File: src/hdl/axi_mem_pkg.sv
/* shared widths, memory geometry, response codes and state types for the memory subsystem;
   the memory maps 256 words from address 0, and bits 1:0 of any address are ignored */
`default_nettype none

package axi_mem_pkg;

    // bus widths
    localparam int ADDR_W = 32;
    localparam int DATA_W = 32;
    localparam int STRB_W = DATA_W / 8;
    localparam int RESP_W = 2;

    typedef logic [ADDR_W-1:0] addr_t;
    typedef logic [DATA_W-1:0] data_t;
    typedef logic [STRB_W-1:0] strb_t;
    typedef logic [RESP_W-1:0] resp_t;

    localparam resp_t RESP_OKAY   = 2'd0;
    localparam resp_t RESP_SLVERR = 2'd2;

    // memory geometry, word index sits in address bits 9:2
    localparam int MEM_WORDS       = 256;
    localparam int WORD_INDEX_BITS = 8;

    // first byte address past the end of the memory
    localparam addr_t ADDR_LIMIT = addr_t'(MEM_WORDS * STRB_W);

    // holder of the shared read channel
    typedef enum logic [1:0] {
        NONE,
        IFU,
        MEMU
    } read_owner_t;

    // write tracker in the arbiter
    typedef enum logic {
        W_IDLE,
        W_BUSY
    } write_state_t;

    // slave FSM
    typedef enum logic [1:0] {
        S_IDLE,
        S_READ_RESP,
        S_WRITE_RESP
    } sram_state_t;

endpackage

`default_nettype wire

File: src/hdl/axi_arbiter.sv
/* fixed-priority AXI4-Lite read arbiter, MEMU over IFU, one read in flight at a time;
   only MEMU writes, and a second aw is held off until the b of the first one completes */
`default_nettype none

module axi_arbiter
    import axi_mem_pkg::*;
(
    input  wire         clk,
    input  wire         reset,

    // IFU read address and data
    input  wire         ifu_arvalid,
    output logic        ifu_arready,
    input  wire addr_t  ifu_araddr,
    output logic        ifu_rvalid,
    input  wire         ifu_rready,
    output data_t       ifu_rdata,
    output resp_t       ifu_rresp,

    // MEMU read address and data
    input  wire         mem_arvalid,
    output logic        mem_arready,
    input  wire addr_t  mem_araddr,
    output logic        mem_rvalid,
    input  wire         mem_rready,
    output data_t       mem_rdata,
    output resp_t       mem_rresp,

    // MEMU write address, data and response
    input  wire         mem_awvalid,
    output logic        mem_awready,
    input  wire addr_t  mem_awaddr,
    input  wire         mem_wvalid,
    output logic        mem_wready,
    input  wire data_t  mem_wdata,
    input  wire strb_t  mem_wstrb,
    output logic        mem_bvalid,
    input  wire         mem_bready,
    output resp_t       mem_bresp,

    // toward the SRAM slave
    output logic        sram_arvalid,
    input  wire         sram_arready,
    output addr_t       sram_araddr,
    input  wire         sram_rvalid,
    output logic        sram_rready,
    input  wire data_t  sram_rdata,
    input  wire resp_t  sram_rresp,
    output logic        sram_awvalid,
    input  wire         sram_awready,
    output addr_t       sram_awaddr,
    output logic        sram_wvalid,
    input  wire         sram_wready,
    output data_t       sram_wdata,
    output strb_t       sram_wstrb,
    input  wire         sram_bvalid,
    output logic        sram_bready,
    input  wire resp_t  sram_bresp
);

    read_owner_t  read_owner;
    write_state_t write_state;

    logic r_done;
    logic b_done;
    logic aw_done;
    logic write_active;

    assign r_done  = sram_rvalid && sram_rready;
    assign b_done  = sram_bvalid && sram_bready;
    assign aw_done = mem_awvalid && mem_awready;

    // grant is registered, so a request waits at least one cycle
    always_ff @(posedge clk) begin
        if (reset) begin
            read_owner <= NONE;
        end else begin
            case (read_owner)
                NONE: begin
                    // MEMU wins a tie
                    if (mem_arvalid) begin
                        read_owner <= MEMU;
                    end else if (ifu_arvalid) begin
                        read_owner <= IFU;
                    end
                end
                IFU, MEMU: begin
                    // single beat, so the r handshake ends the grant
                    if (r_done) begin
                        read_owner <= NONE;
                    end
                end
                default: begin
                    read_owner <= NONE;
                end
            endcase
        end
    end

    // owner's ar channel and rready toward the slave
    always_comb begin
        case (read_owner)
            IFU: begin
                sram_arvalid = ifu_arvalid;
                sram_araddr  = ifu_araddr;
                sram_rready  = ifu_rready;
            end
            MEMU: begin
                sram_arvalid = mem_arvalid;
                sram_araddr  = mem_araddr;
                sram_rready  = mem_rready;
            end
            default: begin
                sram_arvalid = 1'b0;
                sram_araddr  = '0;
                sram_rready  = 1'b0;
            end
        endcase
    end

    // return path, only the owner sees ready and response
    assign ifu_arready = (read_owner == IFU) && sram_arready;
    assign ifu_rvalid  = (read_owner == IFU) && sram_rvalid;
    assign ifu_rdata   = (read_owner == IFU) ? sram_rdata : '0;
    assign ifu_rresp   = (read_owner == IFU) ? sram_rresp : RESP_OKAY;

    assign mem_arready = (read_owner == MEMU) && sram_arready;
    assign mem_rvalid  = (read_owner == MEMU) && sram_rvalid;
    assign mem_rdata   = (read_owner == MEMU) ? sram_rdata : '0;
    assign mem_rresp   = (read_owner == MEMU) ? sram_rresp : RESP_OKAY;

    // write tracker, open from the aw transfer until the b transfer
    always_ff @(posedge clk) begin
        if (reset) begin
            write_state <= W_IDLE;
        end else begin
            case (write_state)
                W_IDLE: begin
                    if (aw_done) begin
                        write_state <= W_BUSY;
                    end
                end
                W_BUSY: begin
                    if (b_done) begin
                        write_state <= W_IDLE;
                    end
                end
                default: begin
                    write_state <= W_IDLE;
                end
            endcase
        end
    end

    // no second aw while one is outstanding
    assign sram_awvalid = mem_awvalid && (write_state == W_IDLE);
    assign mem_awready  = sram_awready && (write_state == W_IDLE);

    // address only while a write is requested or open
    assign write_active = mem_awvalid || (write_state == W_BUSY);
    assign sram_awaddr  = write_active ? mem_awaddr : '0;

    // w and b are not shared
    assign sram_wvalid = mem_wvalid;
    assign sram_wdata  = mem_wdata;
    assign sram_wstrb  = mem_wstrb;
    assign mem_wready  = sram_wready;
    assign mem_bvalid  = sram_bvalid;
    assign mem_bresp   = sram_bresp;
    assign sram_bready = mem_bready;

    // a stalled response must reach the master that issued it
    owner_stable_a: assert property (
        @(posedge clk) disable iff (reset)
        (sram_rvalid && !sram_rready) |=> $stable(read_owner)
    ) else $error("read owner changed under a stalled response");

    // a slave response goes to exactly one master
    one_rvalid_a: assert property (
        @(posedge clk) disable iff (reset)
        sram_rvalid |-> (ifu_rvalid != mem_rvalid)
    ) else $error("read response not routed to exactly one master");

    no_second_aw_a: assert property (
        @(posedge clk) disable iff (reset)
        aw_done |=> !mem_awready
    ) else $error("aw accepted while a write is open");

endmodule

`default_nettype wire

File: config.mk
export PLATFORM = sky130hd
export DESIGN_NAME = axi_arbiter
export DESIGN_NICKNAME = d
export VERILOG_FILES = /design/src/hdl/axi_mem_pkg.sv /design/src/hdl/axi_arbiter.sv
export SDC_FILE = /design/constraint.sdc
export NUM_CORES = 1
export LEC_CHECK = 0
export BUFFER_PORTS_ARGS = -buffer_cell sky130_fd_sc_hd__clkbuf_2
export CAP_MARGIN = 15
export CORE_AREA = 2 2 141 143
export CTS_CLUSTER_DIAMETER = 50
export DETAILED_ROUTE_END_ITERATION = 7
export DIE_AREA = 0 0 143 145
export PLACE_DENSITY = 0.48
export SYNTH_ARGS = -nofsm -noshare
export SYNTH_HDL_FRONTEND = slang
export SYNTH_SLANG_ARGS = --single-unit
File: constraint.sdc
create_clock -name clk -period 1.55 [get_ports clk]
set_clock_uncertainty 0.2 [all_clocks]
set_input_delay 0.31 -clock clk [delete_from_list [all_inputs] [get_ports clk]]
set_output_delay 0.31 -clock clk [all_outputs]
set_load 0.02 [all_outputs]
## Yosys cells after proc, flatten, opt, wreduce, memory -nomap -nowiden

Index checks and enable logic that the tools add are counted.

- Register bits after elaboration: 3
- Input bits: 182
- Output and inout bits: 182
- Logic and storage cells: 35

- Equal/unequal tests: 4
- Multiplexer cells: 15
- Bitwise logic cells: 1
- Reduce and logical (&&, ||, !) cells: 13

Operators by type and width:

| operator | number |
|---|---|
| $mux W32 | 3 |
| $pmux W32 S2 | 1 |
| $mux W2 | 5 |
| $logic_and A1 B1 Y1 | 9 |
| $pmux W1 S2 | 3 |
| $pmux W2 S2 | 1 |
| $ne A3 B3 Y1 const B | 1 |
| $eq A2 B1 Y1 const B | 1 |
| $eq A2 B2 Y1 const B | 1 |
| $logic_not A2 Y1 | 1 |
| $mux W1 | 2 |
| $ne A2 B2 Y1 const B | 1 |
| $reduce_and A2 Y1 | 1 |
| $reduce_or A2 Y1 | 1 |
| $logic_or A1 B1 Y1 | 1 |
| $not A1 Y1 | 1 |

## Logic depth before layout (Yosys ltp)

Gate-level depths: netlist (run 1).

- Word-level depth: 5
- Mapped depth: 6
- Depth with buffers taken out: 5

## Worst setup path after synthesis (run 1)

OpenSTA, ideal clock, no wires.

- Kind: flip-flop to output port
- Start: register read_owner[1]
- End: output port sram_araddr[0]
- Data arrival time: 1369 ps
- Required time: 1040 ps
- Setup slack: -329 ps
- Cell stages (with the launch flop): 6
- Buffers on the path: 2
- Cell sequence: dfxtp_1 -> inv_1 -> ha_1 -> buf_2 -> clkbuf_1 -> nor2b_1

- Cells in the longest elaborated chain, start to end: 2
- Elaborated cells on any way between the ends: 3
- Those cells by class: 2 x eq/ne; 1 x mux

Ends and longest elaborated chain:

| element | RTL line | source |
|---|---|---|
| from (decl) | axi_arbiter.sv:61 | `read_owner_t read_owner;` |
| from (signal assigned) | axi_arbiter.sv:76 | `read_owner <= NONE;` |
| from (signal assigned) | axi_arbiter.sv:82 | `read_owner <= MEMU;` |
| from (signal assigned) | axi_arbiter.sv:84 | `read_owner <= IFU;` |
| $eq A2 B2 Y1 or $eq A2 B1 Y1 (tied branches) | axi_arbiter.sv:102 | `case (read_owner)` |
| $pmux W32 S2 (*) | axi_arbiter.sv:102 |  |
| to (decl) | axi_arbiter.sv:44 | `output addr_t sram_araddr,` |

Every way passes the cells marked *; elsewhere a longest branch is shown, timed or not.

## Worst setup path in the final report (run 1)

- Start: register read_owner[1]
- End: output port mem_rdata[11]

- Cells in the longest elaborated chain, start to end: 2

Ends and longest elaborated chain:

| element | RTL line | source |
|---|---|---|
| $eq A2 B2 Y1 | axi_arbiter.sv:129 | `assign mem_rdata = (read_owner == MEMU) ? sram_rdata : '0;` |
| $mux W32 | axi_arbiter.sv:129 |  |
| to (decl) | axi_arbiter.sv:26 | `output data_t mem_rdata,` |

No other way between the ends.

==> flow_summary.toml, run 1 <==
[global_routing]
grt_usage = 0.0769
grt_max_degree = 27
busiest_layer = "met2"
gr-total-overflow = 0
antenna_found_initial = 0
grt_pass1_vias = 2480
grt_pass1_wl_um = 12800
grtUsageMet1 = 0.0815
grt_use_met2 = 0.158
met3_usage = 0.0135

[worst_setup_path]
worst-path-max-fanout = 11
arrival_ns = 1.49
criticalPathCategory = "reg2out"
worst_setup_path_start_kind = "flip-flop"
endpoint_kind = "primary output"
cp.required_ns = 1.04

[yosys]
synth_fp_nets = 448
yosysWarnings = 0
synthXorXnorAreaFrac = 0
synth-edff-count = 0
yosysUniqueCellTypes = 22
async_reset_ff_frac = 0
synth_compound_area_frac = 0.184
synth_top_area_cell = "and2_1"
synth_commonest_cells = "and2_1, nor2b_1, buf_4"
ys_ff_latch = 3
synth_top_cell_area_share = 0.252
synth_top_family_by_area = "simple AND/OR/NAND/NOR gates"
synth.most_common_cell = "and2_1"
ys_top_cells_by_area = "and2_1, nor2b_1, buf_4"
synthFlopType = "dfxtp_1"
syn_inst = 263
ys_seq_area_frac = 0.0337
synthMuxAreaShare = 0
synthAdderAreaFrac = 0.0210
synth_area_sq_mm = 0.00178
synth-simple-area-share = 0.510
syn_avg_cell_area_sq_um = 6.78

[placed_design]
gp_congestion = 0.734
place_ws_ns = -0.230
dp_hpwl_um = 7240
dp.cells = 762
port_buffers = 283

[layout]
fin_cells = 782
synthToLayoutAreaGrowth_pct = 180
n_fill_cell = 2044
final_core_util = 0.260
nets = 703
diodes = 0
drive_above_1_share = 0.903

[clock_network]
hold_buffers = 0
cts_tree = "built"
htreeDepth = 1
numClockSinks = 3
clk_pin_slew_worst_paths_ns = 0.03
clock_latency_ns = 0.22
clockBufferDepth = 2
numCtsBuffers = 3
cts_root_buf = "clkbuf_16"

[floorplan]
coreArea_sq_mm = 0.0192
rows = 51
initial_core_util = 0.0929
io-pin-count = 364
die-area_sq_mm = 0.0207
die_w_um = 143
die_h_um = 145

[route]
drt.antenna.violating_nets = 0
firstDrtPassIters = 2
wl_um = 9900
wl_per_cell_um = 12.7
vias_per_cell = 3.47
route.detailed.drc = 0
vias = 2716
drt_iter0_markers = 57

[pwr]
combPwrFrac = 0.924
power_density_mw_per_mm2 = 1460
power_leakage_nw = 2.40
p_sw_mw = 3.14
swShare = 0.432
internal-power_mw = 4.12
clock_power_share = 0.056
ir_drop_v = 0.000457
p_seq_frac = 0.019

[sta]
hold_violations = 0
layout_min_cycle_time_ns = 2.00
fin_ws_ns = -0.449
hold_ws_ns = 0.0880
slew_viol_final = 0
setup_viol = 140
post-route-period-util = 1.29
tns_ns = -45.12
fmax_mhz = 500
grt_setup_unrepaired = "true"
slew_headroom = 0.846
tightestPinTransition_ns = 0.231

[status]
outcome = "finished with violations"
violations = "negative setup slack"

[hold_path]
hold_path_class = "in2reg"

[job]
drv_cap = 0
routing by layer:
metal,vias up,share of wire
li1,1323,-
met1,1230,0.35
met2,151,0.57
met3,12,0.079
met4,0,0.0038
met5,-,0
layout make-up:
cell class / instances / area [sq um] / share of cell area
Sequential cell: 3 / 66.3 / 0.0133
Inverter: 4 / 15.0 / 0.00301
Multi-Input combinational cell: 191 / 1990 / 0.399
Timing Repair Buffer: 315 / 2510 / 0.503
Clock buffer: 4 / 78.8 / 0.0158
Tap cell: 265 / 332 / 0.0664
final timing paths:
kind,from,to,slack (ns),depth (start not counted)
setup / recovery,read_owner[1],mem_rdata[11],-0.45,6
hold / removal,mem_bready,write_state,0.09,2
setup reg to reg,read_owner[1],read_owner[0],-0.34,8
hold reg to reg,read_owner[1],read_owner[1],0.32,2
worst max-delay path, cell delays in order, from the launching register on:
cell	delay, ns
dfxtp_4	0.34
buf_6	0.12
ha_4	0.21
buf_4	0.15
buf_6	0.13
and2_2	0.16
buf_2	0.15
kinds of logic after synthesis:
kind of cell               count (synthesis)
buffers and inverters                     69
AOI/OAI and AO/OA                         41
adders and majority gates                  3
and+or+nand+nor                          147
DFF                                        3
sequential cells by signal, indices dropped and copies added, names as in the netlist:
signal and flops:
read_owner 2, write_state 1
timing repair:
| action | in CTS | in global routing |
|---|---|---|
| buffers inserted | 5 | 7 |
| gates resized for setup | 81 | 275 |
| gates cloned | 3 | 4 |
| pin swaps | 14 | 3 |
| setup endpoints to repair | 140 | 140 |
stage by stage:
stage / power, mW / cell area [sq um]
global placement: 5.42 / 3870
floorplan: 4.22 / 2420
finish: 7.27 / 4990
CTS: 6.51 / 4350
detailed placement: 5.40 / 3870
global route: 7.68 / 4990
layout by cell type, fill, tap and decap left out, types with 2 or more instances in the layout:
cell type / n
clkbuf_2: 155
buf_6: 66
nor2b_4: 51
and2_4: 42
a22oi_2: 33
buf_4: 28
clkbuf_4: 20
nor2b_1: 18
and2_1: 18
buf_2: 15
buf_8: 15
and2_2: 12
buf_12: 10
clkbuf_16: 6
ha_4: 3
inv_2: 2
nand2b_1: 2
inv_1: 2
nand2_1: 2
clkbuf_8: 2
dfxtp_2: 2
power by group through the flow:
| stage | combinational [mW] | sequential, mW | clock (mW) |
|---|---|---|---|
| 5_1_grt | 7.11 | 0.144 | 0.432 |
| 3_3_place_gp | 5.29 | 0.128 | 0 |
| 6_report | 6.72 | 0.139 | 0.410 |
| 4_1_cts | 5.95 | 0.132 | 0.426 |
| 3_5_place_dp | 5.28 | 0.127 | 0 |
| 2_1_floorplan | 4.10 | 0.127 | 0 |
(Power assumes the default switching activity.)
==> run 2: changes to the inputs <==
- CTS_BUF_LIST: default -> sky130_fd_sc_hd__clkbuf_8
==> run 2 against run 1 <==
Net effect:
- the run still ends with negative setup slack left
- register-to-register slack improved by 0.08 ns
- final cell count decreased by 0.38%
- via count decreased by 1.4%
- cell area decreased by 2.6%
- global-route usage increased by 0.14 points
- combinational power decreased by 3%
- total power decreased by 5.0%
- fmax increased by 1.1%
- critical path depth unchanged
- largest power group unchanged
==> flow_summary.toml, run 2 (synthesis results as in run 1) <==
[sta]
post-route-period-util = 1.28
setup_viol = 140
tightestPinTransition_ns = 0.221
fmax_mhz = 506
layout_min_cycle_time_ns = 1.98
slew_viol_final = 0
grt_setup_unrepaired = "true"
fin_ws_ns = -0.426
slew_headroom = 0.853
hold_violations = 0

[worst_setup_path]
crit_top_cell = "buf_12"
cp.required_ns = 1.04
worst-path-max-fanout = 15
r2r_cells = 8
r2r_end = "read_owner[0]"
path_buf_inv = 4
critPathMaxStageDelay_ns = 0.35
crit_chain = "inv_2, ha_4, buf_12, buf_12, and2_1, clkbuf_4"
endpoint_kind = "primary output"
rrSetupSlack_ns = -0.26
worst_setup_path_start_kind = "flip-flop"
reg2reg_from = "read_owner[1]"
cp_slowest_cell = "dfxtp_4"
cp.depth = 6
crit_family = "buffers and inverters"
arrival_ns = 1.47
criticalPathCategory = "reg2out"

[layout]
n_fill_cell = 2067
final_core_util = 0.253
regMostFlops = "read_owner"
fin_area_sq_mm = 0.00486
diodes = 0
largest_register_ffs = 2
largest_registers = "read_owner x2, write_state x1"
nets = 700
final_cell_mix = "clkbuf_2, nor2b_4, buf_6"
layout_commonest_cell = "clkbuf_2"
synthToLayoutAreaGrowth_pct = 173
drive_above_1_share = 0.907

[placed_design]
dp_hpwl_um = 7240
dpl_cell_area_sq_mm = 0.00387
gp_congestion = 0.734
port_buffers = 283

[pwr]
power_density_mw_per_mm2 = 1420
p_total_mw = 6.90
power_leakage_nw = 2.34
internal-power_mw = 3.81
ir_drop_v = 0.000489
swShare = 0.448
clock_power_share = 0.033
p_seq_frac = 0.020
combPwrFrac = 0.947
p_sw_mw = 3.09

[route]
firstDrtPassIters = 4
vias_per_cell = 3.44
drt_iter0_markers = 50
drt.antenna.violating_nets = 0
wl_per_cell_um = 12.4
wl_um = 9650
route.detailed.drc = 0
vias = 2679

[status]
outcome = "finished with violations"
violations = "negative setup slack"

[clock_network]
numClockSinks = 3
cts_root_buf = "clkbuf_8"
clock_latency_ns = 0.22
numCtsBuffers = 3
clockBufferDepth = 2
htreeDepth = 1
cts_tree = "built"
clk_pin_slew_worst_paths_ns = 0.04

[global_routing]
grt_pass1_vias = 2554
grt_max_degree = 27
grt_usage = 0.0783
gr-total-overflow = 0
antenna_found_initial = 0
grt_pass1_wl_um = 13100

[floorplan]
die_w_um = 143
die-area_sq_mm = 0.0207
initial_core_util = 0.0929
die_h_um = 145
io-pin-count = 364
rows = 51
coreArea_sq_mm = 0.0192

[hold_path]
min_to = "write_state"
hold_start = "mem_bready"
holdPathStages = 2
hold_path_class = "in2reg"

[job]
drv_cap = 0
-- run 2: power groups by stage --
stage / clock, mW / combinational (mW) / sequential [mW]
finish: 0.225 / 6.53 / 0.140
global route: 0.249 / 6.93 / 0.144
CTS: 0.240 / 6.12 / 0.132
detailed placement: 0 / 5.28 / 0.127
global placement: 0 / 5.29 / 0.128
floorplan: 0 / 4.10 / 0.127
-- run 2: how the worst max path moves through the flow --
stage | start | end | slack, ns
floorplan | read_owner[0] | mem_rdata[22] | -0.07
global placement | read_owner[1] | sram_arvalid | -0.23
detailed placement | read_owner[1] | sram_arvalid | -0.23
CTS | read_owner[1] | sram_araddr[30] | -0.43
global route | read_owner[1] | ifu_rdata[13] | -0.49
finish | read_owner[1] | ifu_rdata[19] | -0.43
-- run 2: layout make-up --
| cell class | count | area, sq um | share of cell area |
|---|---|---|---|
| clock buffer | 3 | 41.3 | 0.00849 |
| clock inverter | 1 | 3.75 | 0.000772 |
| inverter | 4 | 15.0 | 0.00309 |
| multi-input combinational | 191 | 1990 | 0.408 |
| sequential | 3 | 66.3 | 0.0136 |
| tap | 265 | 332 | 0.0682 |
| timing repair buffer | 312 | 2420 | 0.498 |
-- run 2: per-stage QoR --
step / cells / hold slack, ns / setup WS [ns] / setup TNS [ns]
floorplan: 263 / 0.167 / -0.0706 / -3.84
global placement: 762 / 0.297 / -0.228 / -16.57
detailed placement: 762 / 0.295 / -0.230 / -17.13
CTS: 775 / 0.0875 / -0.425 / -42.74
global route: 779 / 0.0965 / -0.490 / -50.72
finish: 779 / 0.0926 / -0.426 / -42.24
-- run 2: timing repair --
item / in CTS / in global routing
hold buffers: 0 / 0
setup buffers: 6 / 5
resized for setup: 110 / 177
setup endpoints to repair: 140 / 140
gates cloned: 3 / 2
pin swaps: 16 / 6
-- run 2: metal layers --
layer / share of wire / global-route usage
met5: 0 / 0
met4: 0.0039 / 0.00693
met3: 0.082 / 0.0135
met2: 0.57 / 0.163
met1: 0.34 / 0.0821
